## src/logic/stream_pkg.sv

```systemverilog
package stream_pkg;

   // ------------------------------
   // beat field widths
   // ------------------------------
   localparam int TDATA_WID = 32;
   localparam int TKEEP_WID = TDATA_WID / 8;  // one enable per byte
   localparam int TUSER_WID = 4;

   // ------------------------------
   // beat field types
   // ------------------------------

   // payload of one beat
   typedef logic [TDATA_WID-1:0] tdata_t;

   // byte enables, bit i covers tdata[8*i +: 8]
   typedef logic [TKEEP_WID-1:0] tkeep_t;

   typedef logic [TUSER_WID-1:0] tuser_t;  // per-beat sideband, passed through untouched

endpackage

```

## src/logic/buf_pkg.sv

```systemverilog
package buf_pkg;

   // ------------------------------
   // buffer pipeline constants
   // ------------------------------

   // cycles from rd_req to rd_valid
   // ram output register plus one data stage
   localparam int RD_LATENCY = 2;

   // egress output queue, power of two and >= RD_LATENCY + 2
   localparam int SKID_DEPTH = 4;

   // ------------------------------
   // status and control types
   // ------------------------------
   localparam int DROP_CNT_WID = 16;

   typedef logic [DROP_CNT_WID-1:0] drop_count_t;  // saturates at all ones

   typedef enum logic {
      ST_IDLE = 1'b0,  // between packets, nothing in flight
      ST_READ = 1'b1   // packet is being read from the ram
   } egress_state_t;

endpackage

```

## src/logic/pkt_egress.sv

```systemverilog
module pkt_egress #(
   parameter int ADDR_WID = 10
) (
   input  logic                  axi4s_in,
   input  logic                  arst_n,

   input  logic [ADDR_WID:0]     commit_ptr_p,

   // read data from the buffer, RD_LATENCY after rd_req
   input  logic                  rd_valid,
   input  stream_pkg::tdata_t    rd_tdata,
   input  stream_pkg::tkeep_t    rd_tkeep,
   input  logic                  rd_tlast,
   input  stream_pkg::tuser_t    rd_tuser,

   input  logic                  m_tready,

   output logic                  rd_req,
   output logic [ADDR_WID-1:0]   rd_addr,
   output logic [ADDR_WID:0]     free_ptr,   // slots released back to ingress

   // output stream
   output logic                  m_tvalid,
   output stream_pkg::tdata_t    m_tdata,
   output stream_pkg::tkeep_t    m_tkeep,
   output logic                  m_tlast,
   output stream_pkg::tuser_t    m_tuser
);

   localparam int Q_AW  = $clog2(buf_pkg::SKID_DEPTH);
   localparam int Q_WID = 1 + $bits(stream_pkg::tuser_t) + $bits(stream_pkg::tkeep_t)
                          + $bits(stream_pkg::tdata_t);

   buf_pkg::egress_state_t state;
   buf_pkg::egress_state_t state_nxt;

   logic [ADDR_WID:0] rd_ptr;     // next address to request
   logic [Q_AW:0]     inflight;   // reads issued, data not yet back
   logic [Q_AW:0]     q_count;
   logic [Q_AW-1:0]   q_head;
   logic [Q_AW-1:0]   q_tail;
   logic [Q_WID-1:0]  q_mem [buf_pkg::SKID_DEPTH];
   logic              avail;
   logic              credit;
   logic              rd_issue;
   logic              q_pop;

   // ------------------------------
   // read control
   // ------------------------------
   assign avail    = (rd_ptr != commit_ptr_p);  // complete packets only
   assign credit   = (int'(q_count) + int'(inflight)) < buf_pkg::SKID_DEPTH;
   assign rd_issue = avail && credit;

   always_comb begin
      state_nxt = state;
      case (state)
         buf_pkg::ST_IDLE: begin
            if (rd_issue) begin
               state_nxt = buf_pkg::ST_READ;
            end
         end
         buf_pkg::ST_READ: begin
            // last beat back with nothing behind it
            if (rd_valid && rd_tlast && (inflight == 1) && !rd_issue) begin
               state_nxt = buf_pkg::ST_IDLE;
            end
         end
         default: state_nxt = buf_pkg::ST_IDLE;
      endcase
   end

   always_ff @(posedge axi4s_in or negedge arst_n) begin
      if (!arst_n) begin
         state    <= buf_pkg::ST_IDLE;
         rd_ptr   <= '0;
         rd_req   <= 1'b0;
         rd_addr  <= '0;
         free_ptr <= '0;
         inflight <= '0;
      end else begin
         state  <= state_nxt;
         rd_req <= rd_issue;
         if (rd_issue) begin
            rd_addr <= rd_ptr[ADDR_WID-1:0];
            rd_ptr  <= rd_ptr + 1'b1;
         end
         // slot is free once the ram has read it
         if (rd_req) begin
            free_ptr <= free_ptr + 1'b1;
         end
         case ({rd_issue, rd_valid})
            2'b10:   inflight <= inflight + 1'b1;
            2'b01:   inflight <= inflight - 1'b1;
            default: inflight <= inflight;
         endcase
      end
   end

   // ------------------------------
   // skid queue
   // ------------------------------
   assign q_pop = m_tvalid && m_tready;

   always_ff @(posedge axi4s_in) begin
      if (rd_valid) begin
         q_mem[q_tail] <= {rd_tlast, rd_tuser, rd_tkeep, rd_tdata};
      end
   end

   // pointers wrap on their own, depth is a power of two
   always_ff @(posedge axi4s_in or negedge arst_n) begin
      if (!arst_n) begin
         q_head  <= '0;
         q_tail  <= '0;
         q_count <= '0;
      end else begin
         if (rd_valid) begin
            q_tail <= q_tail + 1'b1;
         end
         if (q_pop) begin
            q_head <= q_head + 1'b1;
         end
         case ({rd_valid, q_pop})
            2'b10:   q_count <= q_count + 1'b1;
            2'b01:   q_count <= q_count - 1'b1;
            default: q_count <= q_count;
         endcase
      end
   end

   assign m_tvalid = (q_count != '0);
   assign {m_tlast, m_tuser, m_tkeep, m_tdata} = q_mem[q_head];  // head holds until popped

   // ------------------------------
   // assertions
   // ------------------------------
   a_queue_room : assert property (@(posedge axi4s_in) disable iff (!arst_n)
      rd_valid |-> (q_count < buf_pkg::SKID_DEPTH))
      else $error("read data arrived at a full skid queue");

   a_out_stable : assert property (@(posedge axi4s_in) disable iff (!arst_n)
      (m_tvalid && !m_tready) |=>
         (m_tvalid && $stable({m_tdata, m_tkeep, m_tlast, m_tuser})))
      else $error("output changed under back-pressure");

   // idle means the last read of a packet has come back
   a_idle_empty : assert property (@(posedge axi4s_in) disable iff (!arst_n)
      (state == buf_pkg::ST_IDLE) |-> (inflight == '0))
      else $error("egress idle with reads in flight");

endmodule

```

## config.mk

```make
export PLATFORM = sky130hd
export DESIGN_NAME = pkt_egress
export DESIGN_NICKNAME = d
export VERILOG_FILES = /design/src/logic/stream_pkg.sv /design/src/logic/buf_pkg.sv /design/src/logic/pkt_egress.sv
export SDC_FILE = /design/constraint.sdc
export NUM_CORES = 1
export LEC_CHECK = 0
export ABC_CLOCK_PERIOD_IN_PS = 3500
export BUFFER_PORTS_ARGS = -buffer_cell sky130_fd_sc_hd__buf_4
export CAP_MARGIN = 20
export CORE_ASPECT_RATIO = 1.4
export CORE_UTILIZATION = 40
export DETAILED_ROUTE_END_ITERATION = 10
export GPL_ROUTABILITY_DRIVEN = 0
export PLACE_DENSITY = 0.64
export SLEW_MARGIN = 20
export SYNTH_ARGS = -nofsm -noshare
export SYNTH_HDL_FRONTEND = slang
export SYNTH_SLANG_ARGS = --single-unit
```

## constraint.sdc

```tcl
create_clock -name axi4s_in -period 3.5 [get_ports axi4s_in]
set_input_delay 0.7 -clock axi4s_in [delete_from_list [all_inputs] [get_ports axi4s_in]]
set_output_delay 0.7 -clock axi4s_in [all_outputs]
set_load 0.005 [all_outputs]
```

==> results.tsv <==
metric	value	unit
Clock Tree Buf Depth	3	
Max Cap Viol	0	
simple logic cell fraction of the synthesized area	3.74	%
vias	3992	
H-tree depth	1	
Post-Syn Instances	393	
gr ovfl total	0	
Sw Ratio	28.3	%
Largest stage delay, worst path	0.76	ns
TritonRoute pass-1 iters	4	
Sw Pwr	2.27	mW
status	complete, no violations	
core area	19800	um2
CTS root buf	clkbuf_16	
minimum clock period	2.88	ns
leakage power	3.71	nW
synthesis warning total	0	
RSZ-0062 raised after global routing	no	
mux contribution to synthesized area	13.7	%
initial antenna violation count	0	
flop-to-flop setup slack	0.81	ns
Tot GR Track Use	14.6	%
Mapped Area	8040	um2
combinational fraction of design power	30.3	%
Slew @ Worst Pin	0.649	ns
number of global-route vias before repair	4323	
worst skew pair latency	0.48	ns
fillers	1654	
Hold Crit Class	input pin to asynchronous set/reset pin	
Worst VDD drop	0.000402	V
layout cells sized above 1	40.8	%
crit path launch	q_head[0]	
non-filler instance count after layout	799	
crit-path max FO	25	
Hold Worst Slack	0.209	ns
Final Skew	0.00674	ns
CP endpoint kind	primary output	
classification of the worst setup path	flop to primary output	
Yosys reg bits	207	
Adder-Cell Fraction of Synth Area	2.05	%
die height	170	um
Ant. Diodes	0	
total die area	20700	um2
Vias per Instance	5.00	
clock sink count	207	
post-synthesis net count	461	
crit path launch type	flop	
Final Worst Setup Slack	0.619	ns
Rows	61	
DRC Markers	0	
I/O Buffers	119	
Slew Limit Headroom	56.8	%
Synth Area per Inst	20.5	um2
compound-gate portion of the synthesized area	0.0623	%
Critical Path AT	2.18	ns
Synth Area in XOR/XNOR	4.36	%
Die X	122	um
Avg WL per Cell	18.4	um
final net count	602	
Peak Freq	347	MHz
Power Density	812	nW/um2
WP data required	2.80	ns
Initial Utilization	40.7	%
drt total wl	14.7	mm
hold-fix buffer count after cts	0	
total CTS buffers	20	
Clock power frac	24.5	%
internal power	5.75	mW
post-CTS resize count	0	
IO Count	120	
Buffers & Inverters on Critical Path	2	
cell family with most CP delay	flip-flops	
TritonCTS clock tree	built	
Final HPWL DP	9.61	mm
Reg-to-Reg Start	rd_ptr[1]	
pre-CTS WS	0.468	ns
setup repair bufs after CTS	0	
placed insts	764	
DR iter-0 viols	226	
largest net degree at the start of global routing	44	
final setup fails	0	
CP max stage cell	dfrtp_4	
clk slew on worst S/H paths	0.06	ns
Fin Setup TNS	0	ns
global-route wire length before repair	23.1	mm
combinational family with the most area after synthesis	multiplexers	
Synth cell types	29	
sequential-to-total area share from yosys stat	74.7	%
Final Hold Viols	0	
Tcrit/Tclk final	82.3	%
Pins Over Slew Limit	0	
Flop pwr share	45.2	%
worst path cell trace	buf_4 > mux4_2 > buf_4	
Area Growth Syn to Fin	23.0	%
remaining antenna violation count	0	
most used cell, CP	buf_4	
Yosys cell counts:
cell	number	area share, %
o21ai_0	1	0.062
buf_2	4	0.25
nand4_1	2	0.16
buf_6	1	0.14
inv_1	10	0.47
mux2i_1	2	0.25
nand2_1	16	0.75
and3_1	2	0.16
buf_12	1	0.25
nor3_1	4	0.25
clkbuf_1	6	0.28
and2_4	1	0.11
and3_2	1	0.093
nor4_1	4	0.31
mux2_4	7	1.3
mux4_2	41	11
xor2_1	21	2.3
nor4_2	2	0.31
and2_1	6	0.47
nand3_2	1	0.12
or3_1	1	0.078
mux2_2	5	0.70
ha_1	10	1.6
xnor2_1	19	2.1
edfxtp_1	164	61
nor2_1	4	0.19
dfrtp_1	43	13
nand3_1	12	0.75
fa_1	2	0.50
worst paths after layout:
check / cells after the start / end
max in group asynchronous: 1 / q_head[0]
hold / removal: 1 / rd_addr[0]
min in group axi4s_in: 1 / q_mem[1][17]
setup / recovery: 3 / m_tuser[1]
setup reg to reg: 11 / inflight[2]
hold reg to reg: 1 / free_ptr[10]
placed cells by master (no fill, tap or decap):
| cell | synthesis | final |
|---|---|---|
| clkinvlp_4 | 0 | 1 |
| and2_4 | 1 | 1 |
| clkinv_2 | 0 | 5 |
| o21ai_0 | 1 | 1 |
| nor3_1 | 4 | 4 |
| buf_12 | 1 | 1 |
| buf_4 | 0 | 130 |
| and2_1 | 6 | 2 |
| xor2_1 | 21 | 21 |
| or3_1 | 1 | 1 |
| and3_1 | 2 | 2 |
| clkbuf_8 | 0 | 1 |
| nand4_1 | 2 | 2 |
| mux4_2 | 41 | 41 |
| inv_1 | 10 | 10 |
| mux2_2 | 5 | 5 |
| and2_2 | 0 | 4 |
| nand2_1 | 16 | 16 |
| clkinv_1 | 0 | 2 |
| ha_1 | 10 | 10 |
| dfrtp_4 | 0 | 1 |
| fa_1 | 2 | 2 |
| nor2_1 | 4 | 4 |
| xnor2_1 | 19 | 19 |
| mux2_4 | 7 | 7 |
| nand3_2 | 1 | 1 |
| edfxtp_1 | 164 | 164 |
| and3_2 | 1 | 1 |
| nor4_2 | 2 | 2 |
| dfrtp_2 | 0 | 1 |
| clkbuf_16 | 0 | 21 |
| dfrtp_1 | 43 | 41 |
| mux2i_1 | 2 | 2 |
| nand3_1 | 12 | 12 |
| clkbuf_1 | 6 | 5 |
| nor4_1 | 4 | 4 |
registers in the layout, summed over array words and instances (netlist names):
register	flops
q_tail	2
rd_ptr	11
q_count	3
rd_req	1
q_mem	164
rd_addr	10
q_head	2
free_ptr	11
inflight	3
power groups by stage:
stage	combinational (mW)	clock, mW	sequential, mW
after global routing	2.68	2.12	3.70
after floorplan	1.62	0	3.47
final	2.43	1.97	3.63
after detailed placement	2.50	0	3.69
after global placement	2.44	0	3.67
after CTS	2.50	2.03	3.65
per-stage QoR:
stage | util [%] | total power, mW | cell area (um2)
2_1_floorplan | - | 5.09 | 8040
3_3_place_gp | 47.0 | 6.11 | 9290
3_5_place_dp | 47.0 | 6.19 | 9290
4_1_cts | 50.0 | 8.18 | 9880
5_1_grt | 50.0 | 8.50 | 9880
6_report | 50.0 | 8.03 | 9880
layer usage:
metal	GRT usage, %	up-vias	part of all wire, %
met1	17.4	2042	39
met2	26.3	120	53
li1	-	1809	-
met5	0	-	0
met3	3.09	21	6.3
met4	4.08	0	1.7
final cells by class:
type	instances	area, um2	area share, %
sequential	207	6010	60.8
multi-input combinational	164	1930	19.5
timing repair buffer	131	996	10.1
clock buffer	27	558	5.65
tap	252	315	3.19
clock inverter	8	40.0	0.405
inverter	10	37.5	0.380
kinds of logic after synthesis:
logic type,count (synthesis)
flops,207
simple gates,56
mux,55
xor+xnor,40
buf+inv,22
fa+ha+maj,12
compound gates,1
Power figures use the tool's default switching activity.
