### config.mk
export PLATFORM = sky130hd
export DESIGN_NAME = pkt_ingress
export DESIGN_NICKNAME = d
export VERILOG_FILES = /design/src/logic/stream_pkg.sv /design/src/logic/buf_pkg.sv /design/src/logic/pkt_ingress.sv
export SDC_FILE = /design/constraint.sdc
export NUM_CORES = 1
export LEC_CHECK = 0
export BUFFER_PORTS_ARGS = -buffer_cell sky130_fd_sc_hd__buf_2
export CORE_ASPECT_RATIO = 0.8
export CORE_MARGIN = 5
export CORE_UTILIZATION = 30
export CTS_CLUSTER_SIZE = 40
export DETAILED_ROUTE_END_ITERATION = 6
export PLACE_DENSITY = 0.63
export RECOVER_POWER = 100
export SLEW_MARGIN = 20
export SYNTH_ARGS = -nofsm -noshare
export SYNTH_HDL_FRONTEND = slang
export SYNTH_SLANG_ARGS = --single-unit
### constraint.sdc
create_clock -name axi4s_in -period 6.9 [get_ports axi4s_in]
set_input_delay 0 -clock axi4s_in [delete_from_list [all_inputs] [get_ports axi4s_in]]
set_output_delay 0 -clock axi4s_in [all_outputs]
set_load 0.005 [all_outputs]
### src/logic/stream_pkg.sv
package stream_pkg;

   // ------------------------------
   // beat field widths
   // ------------------------------
   localparam int TDATA_WID = 32;
   localparam int TKEEP_WID = TDATA_WID / 8;  // one enable per byte
   localparam int TUSER_WID = 4;

   // ------------------------------
   // beat field types
   // ------------------------------

   // payload of one beat
   typedef logic [TDATA_WID-1:0] tdata_t;

   // byte enables, bit i covers tdata[8*i +: 8]
   typedef logic [TKEEP_WID-1:0] tkeep_t;

   typedef logic [TUSER_WID-1:0] tuser_t;  // per-beat sideband, passed through untouched

endpackage

### src/logic/buf_pkg.sv
package buf_pkg;

   // ------------------------------
   // buffer pipeline constants
   // ------------------------------

   // cycles from rd_req to rd_valid
   // ram output register plus one data stage
   localparam int RD_LATENCY = 2;

   // egress output queue, power of two and >= RD_LATENCY + 2
   localparam int SKID_DEPTH = 4;

   // ------------------------------
   // status and control types
   // ------------------------------
   localparam int DROP_CNT_WID = 16;

   typedef logic [DROP_CNT_WID-1:0] drop_count_t;  // saturates at all ones

   typedef enum logic {
      ST_IDLE = 1'b0,  // between packets, nothing in flight
      ST_READ = 1'b1   // packet is being read from the ram
   } egress_state_t;

endpackage

### src/logic/pkt_ingress.sv
module pkt_ingress #(
   parameter int ADDR_WID = 10
) (
   input  logic                  axi4s_in,
   input  logic                  arst_n,

   // input stream, a beat is taken on every edge with s_tvalid high
   input  logic                  s_tvalid,
   input  stream_pkg::tdata_t    s_tdata,
   input  stream_pkg::tkeep_t    s_tkeep,
   input  logic                  s_tlast,
   input  stream_pkg::tuser_t    s_tuser,

   // read side release pointer, from egress
   input  logic [ADDR_WID:0]     free_ptr,

   // ram write port
   output logic                  wr_req,
   output logic [ADDR_WID-1:0]   wr_addr,
   output stream_pkg::tdata_t    wr_tdata,
   output stream_pkg::tkeep_t    wr_tkeep,
   output logic                  wr_tlast,
   output stream_pkg::tuser_t    wr_tuser,

   output logic [ADDR_WID:0]     commit_ptr,  // end of last complete packet
   output buf_pkg::drop_count_t  drop_count
);

   localparam logic [ADDR_WID:0] DEPTH = {1'b1, {ADDR_WID{1'b0}}};

   logic [ADDR_WID:0] wr_ptr;
   logic [ADDR_WID:0] occupancy;
   logic              full;
   logic              discard;   // remaining beats of the current packet are ignored
   logic              overflow;  // beat hits a full buffer

   // ------------------------------
   // space check
   // ------------------------------
   assign occupancy = wr_ptr - free_ptr;  // top pointer bit resolves the wrap
   assign full      = (occupancy == DEPTH);
   assign overflow  = s_tvalid && !discard && full;

   // ------------------------------
   // ram write port
   // ------------------------------
   assign wr_req   = s_tvalid && !discard && !full;
   assign wr_addr  = wr_ptr[ADDR_WID-1:0];
   assign wr_tdata = s_tdata;
   assign wr_tkeep = s_tkeep;
   assign wr_tlast = s_tlast;
   assign wr_tuser = s_tuser;

   // ------------------------------
   // pointers and tail drop
   // ------------------------------
   always_ff @(posedge axi4s_in or negedge arst_n) begin
      if (!arst_n) begin
         wr_ptr     <= '0;
         commit_ptr <= '0;
         discard    <= 1'b0;
      end else if (overflow) begin
         // give back every beat written so far for this packet
         wr_ptr  <= commit_ptr;
         discard <= !s_tlast;   // a last beat ends the packet right here
      end else if (wr_req) begin
         wr_ptr <= wr_ptr + 1'b1;
         if (s_tlast) begin
            commit_ptr <= wr_ptr + 1'b1;  // whole packet now visible to egress
         end
      end else if (s_tvalid && discard && s_tlast) begin
         discard <= 1'b0;
      end
   end

   // one count per dropped packet, held at the top value
   always_ff @(posedge axi4s_in or negedge arst_n) begin
      if (!arst_n) begin
         drop_count <= '0;
      end else if (overflow && (drop_count != '1)) begin
         drop_count <= drop_count + 1'b1;
      end
   end

   // ------------------------------
   // assertions
   // ------------------------------

   // free_ptr comes from egress, so this checks both ends of the buffer
   a_occupancy : assert property (@(posedge axi4s_in) disable iff (!arst_n)
      occupancy <= DEPTH)
      else $error("buffer occupancy above depth");

   a_commit_on_last : assert property (@(posedge axi4s_in) disable iff (!arst_n)
      !(wr_req && wr_tlast) |=> $stable(commit_ptr))
      else $error("commit_ptr moved without a written last beat");

endmodule

==> impl_metrics.json, run 1 <==
{
  "hp-start": "s_tdata[10]",
  "r2r_start": "wr_ptr[1]",
  "post_cts_buffers": 0,
  "grt_overflow": 0,
  "ios": 134,
  "arrival_ns": 4.78,
  "hold_class": "input port to primary output",
  "reg2reg_depth": 9,
  "drv_slew": 85,
  "hpwlAfterDp_mm": 5.044,
  "required_ns": 7.06,
  "status": "complete, but fails checks",
  "grt_max_degree": 45,
  "relSlewSlack_pct": -42.36,
  "root_buffer": "clkbuf_16",
  "p_leak_nw": 1.412,
  "synthToLayoutAreaGrowth_pct": 1.444,
  "core-area_um2": 9769,
  "synth_area_per_cell_um2": 9.247,
  "syn_inst": 328,
  "cts_hold_buf": 3,
  "cap_violations": 2,
  "ys_seq_elements": 39,
  "criticalPathCategory": "flip-flop to flip-flop",
  "route.detailed.drc": 0,
  "yosysSeqAreaShare_pct": 32.18,
  "utilization_pct": 31.49,
  "cts_buffers": 5,
  "hold_violations": 0,
  "ctsResizeCount": 0,
  "grt_pass1_wl_mm": 11.14,
  "start_util_pct": 31.05,
  "drive_gt1_share_pct": 10.54,
  "fillers": 1070,
  "syn_area_um2": 3033,
  "drt-initial-drc-count": 93,
  "vias_per_cell": 4.701,
  "post-route-period-util_pct": 66.96,
  "rsz0062_at_grt": "false",
  "synth_ff_type": "dfrtp_1",
  "globalplace.congestion": 0.9127,
  "rows": 32,
  "grt_use_total_pct": 11.54,
  "finClkSkew_ns": 0.005277,
  "cts_max_path_buffers": 2,
  "ant_nets": 0,
  "wl_per_cell_um": 14.54,
  "first_pass_iters": 4,
  "synth_edf_count": 0,
  "worst_slew_pin_slew_ns": 2.135,
  "path_max_fanout": 44,
  "ys_types": 52,
  "wirelength_mm": 6.803,
  "portBuffers": 53,
  "worst-r2r-setup-slack_ns": 2.28,
  "r2r-end": "commit_ptr[2]",
  "min_period_ns": 4.620,
  "powerDensity_nw_per_um2": 297.1,
  "cts_sinks": 39,
  "antenna_found_initial": 0,
  "fmax_ghz": 0.2164,
  "ir_drop_mv": 0.09375,
  "cts.htree.levels": 2,
  "start_kind": "flip-flop",
  "vias": 2200,
  "diodes": 0,
  "synth-warning-count": 0,
  "cts_tree": "done",
  "synth-async-reset-ratio_pct": 100.0,
  "endpoint_kind": "flip-flop",
  "synth_fp_nets": 395,
  "setup_tns_ns": 0,
  "grt_pass1_vias": 2130,
  "nets": 398,
  "whs_path_depth": 0,
  "clkTransAtPathRegs_ns": 0.06,
  "clock_latency_ns": 0.28,
  "setup_viol": 0,
  "violations": "max-capacitance violations, max-slew violations",
  "fp.dieH_um": 99.93,
  "die_area_um2": 12230,
  "die_w_um": 122.4,
  "hold-path-endpoint": "wr_tdata[10]"
}
cells in the mapped netlist, types with 2 or more instances:
master	instances	area, um^2
xor2_1	15	131.4
dfrtp_1	39	975.9
a221oi_1	2	17.52
a21oi_1	8	40.04
a21o_1	3	22.52
o21ai_0	3	15.01
buf_4	52	390.4
nor2b_1	2	12.51
nand3_1	22	110.1
and2_1	4	25.02
and3_1	3	18.77
nor2_1	15	56.30
nor3_1	13	65.06
mux2_4	9	135.1
mux2_2	4	45.04
or3_1	2	12.51
mux2i_1	6	60.06
nand2b_1	2	12.51
buf_2	2	10.01
ha_1	12	150.1
nand4_1	4	25.02
nor4_1	6	37.54
clkbuf_1	6	22.52
or2_2	2	12.51
inv_1	20	75.07
nand3b_1	2	15.01
nand2_1	28	105.1
a2bb2oi_1	9	78.83
xnor2_1	10	87.58
report_power, final:
| part | internal [mW] | switching [mW] |
|---|---|---|
| clock network | 0.134 | 0.0887 |
| registers | 0.278 | 0.0736 |
| logic | 0.158 | 0.182 |
registers in the layout (all words and copies together) (netlist names):
name,count
commit_ptr,11
discard,1
drop_count,16
wr_ptr,11
critical path, stage by stage, from the launching register on:
cell and delay, ns:
dfrtp_1 0.44, ha_1 0.33, nor2b_1 0.16, o2111a_1 0.27, o311a_1 0.34, or3_1 0.41, o2111ai_4 0.10, clkbuf_1 1.37
and3_1 0.66, mux2_2 0.40
how the worst max path moves through the flow:
| stage | from | to | slack (ns) | cells after the start |
|---|---|---|---|---|
| floorplan | wr_ptr[1] | commit_ptr[10] | 4.16 | 9 |
| global placement | wr_ptr[1] | commit_ptr[2] | 3.61 | 9 |
| detailed placement | wr_ptr[1] | commit_ptr[2] | 3.56 | 9 |
| CTS | wr_ptr[1] | commit_ptr[2] | 3.54 | 9 |
| global route | wr_ptr[1] | commit_ptr[3] | 1.95 | 9 |
| finish | wr_ptr[1] | commit_ptr[2] | 2.28 | 9 |
area by class of cell:
type,count,area (um^2),area share (%)
clock buffers,7,132.6,4.311
clock inverters,1,5.005,0.1627
inverters,20,75.07,2.440
multi-input cells,207,1455,47.30
flip-flops and latches,39,975.9,31.72
well taps,136,170.2,5.531
repair buffers,58,262.8,8.540
cells by family after synthesis:
family,after synthesis,synth area share (%)
flip-flops,39,32.18
adder cells (fa/ha/maj),12,4.950
XOR/XNOR,25,7.219
AND/OR/NAND/NOR,113,20.01
multiplexers,19,7.921
AO/OA/AOI/OAI,38,10.27
buffers and inverters,82,17.45
placed cells by master (no fill, tap or decap), drive strengths merged, types with 3 or more instances in the layout:
| cell type | n |
|---|---|
| clkbuf | 43 |
| dfrtp | 39 |
| nand2 | 28 |
| nand3 | 22 |
| inv | 20 |
| buf | 19 |
| nor2 | 15 |
| xor2 | 15 |
| nor3 | 13 |
| mux2 | 13 |
| ha | 12 |
| xnor2 | 10 |
| a2bb2oi | 9 |
| nor4 | 8 |
| a21oi | 8 |
| mux2i | 6 |
| and3 | 4 |
| nand4 | 4 |
| and2 | 4 |
| a21o | 3 |
| nor2b | 3 |
| o21ai | 3 |
| or3 | 3 |
| dlygate4sd3 | 3 |
per-layer routing:
layer,wire length (um),vias to the layer above,GRT usage [%]
met5,0,-,0
met4,48,0,2.582
met3,438,5,4.056
met2,2802,62,15.92
met1,3513,1037,17.14
li1,-,1096,-
metrics by stage:
step                power, mW  instances  hold WS, ns  worst slack, ns  area, um^2
floorplan              0.6489        328      -0.2956            4.165        3033
global placement       0.7242        457   0.00003458            3.614        3029
detailed placement     0.7342        457   0.00003458            3.556        3029
CTS                    0.9630        468   0.00003458            3.543        3197
global route           0.9931        468  0.000007966            1.954        3077
finish                 0.9139        468  0.000001969            2.280        3077
No activity file was read; power rests on OpenSTA's default activity.
==> run 2: changes to the inputs <==
Settings changed: PLACE_DENSITY 0.63 to 0.65.
Clock period 6.9 ns to 4.1 ns, I/O delays scaled along.
==> impl_metrics.json, run 2 (same netlist as run 1, synthesis figures left out) <==
{
  "grt_pass1_vias": 2198,
  "globalplace.congestion": 0.8442,
  "core-area_um2": 9769,
  "ant_nets": 0,
  "drt-met1-wl_mm": 3.272,
  "design_area_um2": 3109,
  "switchingPower_mw": 0.5778,
  "hold_class": "input port to primary output",
  "worst-r2r-setup-slack_ns": 0.79,
  "path_max_fanout": 20,
  "finClkSkew_ns": 0.006255,
  "swShare_pct": 36.94,
  "cts_max_path_buffers": 2,
  "drive_gt1_share_pct": 13.86,
  "rows": 32,
  "seq_area_um2": 975.9,
  "hold_slack_ns": 0.000001969,
  "violations": "max-capacitance violations, max-slew violations",
  "whs_path_depth": 0,
  "post-place-ws_ns": 0.9743,
  "setup_ws_ns": 0.7893,
  "p_leak_nw": 1.448,
  "p_int_mw": 0.9862,
  "cts.htree.levels": 2,
  "relSlewSlack_pct": -44.14,
  "grt_max_degree": 40,
  "start_util_pct": 31.05,
  "multiInputGateArea_um2": 1460,
  "rsz0062_at_grt": "false",
  "final_cells": 468,
  "final_cell_mix": "dfrtp_1, nand2_1, clkbuf_1",
  "cts_tree": "done",
  "post-route-period-util_pct": 80.75,
  "total_power_mw": 1.564,
  "arrival_ns": 3.47,
  "largest-register": "drop_count",
  "ios": 134,
  "portBuffers": 53,
  "hold_violations": 0,
  "cap_violations": 1,
  "cts_sinks": 39,
  "top_regs": "drop_count: 16 flops, commit_ptr: 11 flops, wr_ptr: 11 flops",
  "utilization_pct": 31.83,
  "r2r-end": "commit_ptr[4]",
  "powerDensity_nw_per_um2": 503.0,
  "synthToLayoutAreaGrowth_pct": 2.516,
  "grt_pass1_wl_mm": 11.18,
  "wl_per_cell_um": 14.49,
  "antenna_found_initial": 0,
  "postPlaceCellArea_um2": 3029,
  "grt_use_total_pct": 11.36,
  "ir_drop_mv": 0.1648,
  "r2r_start": "wr_ptr[1]",
  "max_stage_delay_ns": 0.60,
  "vias_per_cell": 4.842,
  "criticalPathCategory": "flip-flop to flip-flop",
  "crit_chain": "ha_1 -> nor2b_1 -> o2111a_1 -> o311a_1 -> or3_4 -> o2111ai_4 -> and3_1 -> mux2_1",
  "diodes": 0,
  "hpwlAfterDp_mm": 5.052,
  "pwr-share-seq_pct": 37.5,
  "cts_buffers": 5,
  "fmax_ghz": 0.3021,
  "setup_viol": 0,
  "vias": 2266,
  "hold-path-endpoint": "wr_tdata[19]",
  "drv_slew": 40,
  "setup_tns_ns": 0,
  "dp.cells": 457,
  "largest_register_ff_count": 16,
  "first_pass_iters": 4,
  "drt-initial-drc-count": 105,
  "endpoint_kind": "flip-flop",
  "start_kind": "flip-flop",
  "path_buf_inv": 0,
  "hp-start": "s_tdata[19]",
  "cp_slowest_cell": "and3_1",
  "fillers": 1053,
  "grt_overflow": 0,
  "root_buffer": "clkbuf_16",
  "reg2reg_depth": 8,
  "wl_met3_um": 635,
  "post_cts_buffers": 0,
  "routed-wl-met2_mm": 2.823,
  "final_common_cell": "dfrtp_1",
  "required_ns": 4.26,
  "clock_latency_ns": 0.28,
  "fp.dieH_um": 99.93,
  "critical-path-top-delay-family": "simple AND/OR/NAND/NOR gates",
  "route.detailed.drc": 0,
  "die_w_um": 122.4,
  "combPwrFrac_pct": 37.1,
  "min_period_ns": 3.311,
  "pwr-share-clk_pct": 25.4,
  "die_area_um2": 12230,
  "nets": 398,
  "top_layer": "met4",
  "worst_slew_pin_slew_ns": 2.162,
  "clkTransAtPathRegs_ns": 0.06,
  "wirelength_mm": 6.780,
  "status": "complete, but fails checks"
}
[run 2: cell types whose count changed in the layout (fill, tap and decap cells not counted)]
cell      change
clkinv_2      -1
clkbuf_8      +1
buf_4         +1
or3_4         +1
clkbuf_1     -10
or3_1         -1
buf_2         +8
clkinv_4      +1
[run 2: worst max path at each step]
stage	cells after the start	slack [ns]	endpoint	start
2_1_floorplan	9	1.36	commit_ptr[10]	wr_ptr[1]
3_3_place_gp	8	1.04	commit_ptr[2]	wr_ptr[1]
3_5_place_dp	8	0.97	commit_ptr[2]	wr_ptr[1]
4_1_cts	8	0.89	discard	wr_ptr[7]
5_1_grt	8	0.58	commit_ptr[2]	wr_ptr[1]
6_report	8	0.79	commit_ptr[4]	wr_ptr[1]
[run 2: what timing repair did]
item / CTS / global route
gates resized for setup: 0 / 0
hold buffers: 3 / 0
setup endpoints to repair: 0 / 0
hold endpoints to repair: 40 / 0
[run 2: power groups by stage]
stage / Clock [mW] / Combinational (mW) / Sequential (mW)
3_3_place_gp: 0 / 0.623 / 0.592
5_1_grt: 0.429 / 0.659 / 0.602
2_1_floorplan: 0 / 0.534 / 0.558
3_5_place_dp: 0 / 0.636 / 0.594
6_report: 0.398 / 0.580 / 0.587
4_1_cts: 0.407 / 0.641 / 0.589
[run 2: area by class of cell]
| cell class | instances | area share (%) |
|---|---|---|
| Sequential cell | 39 | 31.39 |
| Multi-Input combinational cell | 207 | 46.96 |
| Tap cell | 136 | 5.473 |
| Timing Repair Buffer | 58 | 8.893 |
| Clock inverter | 1 | 0.2817 |
| Clock buffer | 7 | 4.588 |
| Inverter | 20 | 2.414 |
[run 2: metal layers]
| layer | GRT usage, % | vias up |
|---|---|---|
| met3 | 5.859 | 9 |
| met1 | 15.44 | 1092 |
| met4 | 1.893 | 0 |
| met5 | 0 | - |
| li1 | - | 1094 |
| met2 | 16.34 | 71 |
==> run 3: changes to the inputs <==
Settings changed: ABC_AREA from default to 1, PLACE_DENSITY 0.65 to 0.62.
Clock period 4.1 ns to 3.3 ns, I/O delays scaled along.
==> impl_metrics.json, run 3 <==
{
  "status": "complete, but fails checks",
  "violations": "max-capacitance violations, max-slew violations",
  "vias_per_cell": 4.698,
  "powerDensity_nw_per_um2": 476.5,
  "min_period_ns": 2.794,
  "utilization_pct": 31.31,
  "wirelength_mm": 7.706,
  "antenna_found_initial": 0,
  "nets": 518,
  "synth-async-reset-ratio_pct": 100.0,
  "hold_class": "input port to primary output",
  "p_leak_nw": 1.725,
  "synthToLayoutAreaGrowth_pct": 3.312,
  "hold_violations": 0,
  "synth_fp_nets": 520,
  "path_max_fanout": 15,
  "synth_edf_count": 0,
  "start_util_pct": 30.31,
  "fmax_ghz": 0.3579,
  "final_cells": 596,
  "worst-r2r-setup-slack_ns": 0.51,
  "yosysSeqAreaShare_pct": 30.03,
  "core-area_um2": 10720,
  "clock_latency_ns": 0.28,
  "rsz0062_at_grt": "false",
  "syn_area_um2": 3249,
  "synth_area_per_cell_um2": 7.173,
  "synth_top_area_share_pct": 30.03,
  "hold-path-endpoint": "wr_tdata[27]",
  "drive_gt1_share_pct": 13.72,
  "route.detailed.drc": 0,
  "relSlewSlack_pct": -42.90,
  "ys_types": 31,
  "die_w_um": 126.4,
  "rows": 34,
  "clkTransAtPathRegs_ns": 0.06,
  "post-place-ws_ns": 0.7019,
  "cts.htree.levels": 2,
  "globalplace.congestion": 0.8784,
  "yosys.area.top_type": "dfrtp_1",
  "final_common_cell": "nand2_1",
  "post-route-period-util_pct": 84.67,
  "largest_register_ff_count": 16,
  "final_cell_mix": "nand2_1, nand3_1, dfrtp_1",
  "hp-start": "s_tdata[27]",
  "grt_pass1_wl_mm": 12.81,
  "vias": 2800,
  "ios": 134,
  "ant_nets": 0,
  "diodes": 0,
  "arrival_ns": 2.95,
  "ir_drop_mv": 0.2452,
  "r2r-end": "drop_count[15]",
  "root_buffer": "clkbuf_16",
  "postPlaceCellArea_um2": 3252,
  "required_ns": 3.46,
  "drt-initial-drc-count": 239,
  "syn_inst": 453,
  "post_cts_buffers": 0,
  "grt_max_degree": 40,
  "cts_max_path_buffers": 2,
  "synth_area_leaders": "dfrtp_1, nand2_1, buf_4",
  "cap_violations": 1,
  "synth-warning-count": 0,
  "grt_pass1_vias": 2638,
  "dp.cells": 587,
  "reg2reg_depth": 12,
  "endpoint_kind": "flip-flop",
  "yosysMostFrequentCell": "nand2_1",
  "synth_ff_type": "dfrtp_1",
  "start_kind": "flip-flop",
  "cts_buffers": 5,
  "portBuffers": 53,
  "setup_ws_ns": 0.5061,
  "design_area_um2": 3357,
  "top_regs": "drop_count: 16 flops, commit_ptr: 11 flops, wr_ptr: 11 flops",
  "worst_slew_pin_slew_ns": 2.144,
  "setup_viol": 0,
  "cts_tree": "done",
  "hpwlAfterDp_mm": 5.705,
  "criticalPathCategory": "flip-flop to flip-flop",
  "synth_commonest_cells": "nand2_1, buf_4, nand3_1",
  "fp.dieH_um": 103.1,
  "r2r_start": "wr_ptr[2]",
  "largest-register": "drop_count",
  "grt_overflow": 0,
  "whs_path_depth": 0,
  "first_pass_iters": 5,
  "drv_slew": 40,
  "grt_use_total_pct": 11.77,
  "ys_seq_elements": 39,
  "finClkSkew_ns": 0.008319,
  "setup_tns_ns": 0,
  "die_area_um2": 13030,
  "cts_sinks": 39,
  "wl_per_cell_um": 12.93
}
## run 3: cell types whose count changed in the layout (fill, tap and decap cells not counted), sizes merged, moves of 11 or more
cell / previous run / this run
nand4: 4 / 31
nor2: 15 / 26
inv: 20 / 44
nand2: 28 / 135
nand3: 22 / 56
mux2: 13 / 0
## run 3: layout make-up
cell class                      instances  area [um^2]
Clock inverter                          2        12.51
Multi-Input combinational cell        304         1633
Tap cell                              144        180.2
Fill cell                            1165         7363
Timing Repair Buffer                   57        261.5
Sequential cell                        39        975.9
Clock buffer                            6        128.9
Inverter                               44        165.2
## run 3: metal layers
metal / wire, um / track usage [%] / up-vias
met2: 3525 / 19.23 / 82
met4: 78 / 3.133 / 0
li1: - / - / 1406
met1: 3661 / 16.02 / 1301
met3: 440 / 2.382 / 11
met5: 0 / 0 / -
## run 3: cell families (layout without fill, tap and decap cells)
| logic type | count (synthesis) | after routing | share of synthesized area (%) |
|---|---|---|---|
| compound gates | 8 | 8 | 1.579 |
| fa+ha+maj | 12 | 12 | 4.621 |
| simple gates | 258 | 258 | 37.35 |
| xor+xnor | 26 | 26 | 7.008 |
| flops | 39 | 39 | 30.03 |
| buf+inv | 110 | 109 | 19.41 |
## run 3: worst max-delay path, stage by stage, from the launching register on
cell	delay, ns
dfrtp_1	0.48
ha_1	0.39
or2_4	0.27
nand3_1	0.12
nand2_1	0.07
nand2_1	0.06
nand2_1	0.05
nor2_2	0.09
nand3_1	0.12
nor2_4	0.33
nand3_2	0.43
nand2_1	0.17
nand2_1	0.07
## run 3: what timing repair did
item	in CTS	in global routing
gates resized for setup	0	0
endpoints found under the hold margin	39	0
endpoints found under the setup margin	0	0
hold buffers	1	0
## run 3: per-stage QoR
step	power [mW]	hold WS [ns]
finish	1.600	0.000001422
global route	1.721	0.000007939
CTS	1.624	0.00003458
detailed placement	1.144	0.00003458
global placement	1.136	0.00003458
floorplan	1.050	-0.2956
## run 3: power breakdown
part	internal, mW	switching (mW)	leakage, nW
Combinational	0.201	0.320	1.13
Clock	0.279	0.192	0.0669
Sequential	0.532	0.0764	0.533
Total	1.01	0.588	1.73
## run 3: worst max-delay path by stage
stage	start	endpoint	slack (ns)	depth (start not counted)
2_1_floorplan	wr_ptr[2]	drop_count[11]	1.20	13
3_3_place_gp	wr_ptr[2]	drop_count[12]	0.70	13
3_5_place_dp	wr_ptr[2]	drop_count[12]	0.70	13
4_1_cts	wr_ptr[2]	wr_req	0.46	12
5_1_grt	wr_ptr[0]	drop_count[15]	0.23	16
6_report	wr_ptr[2]	drop_count[15]	0.51	12
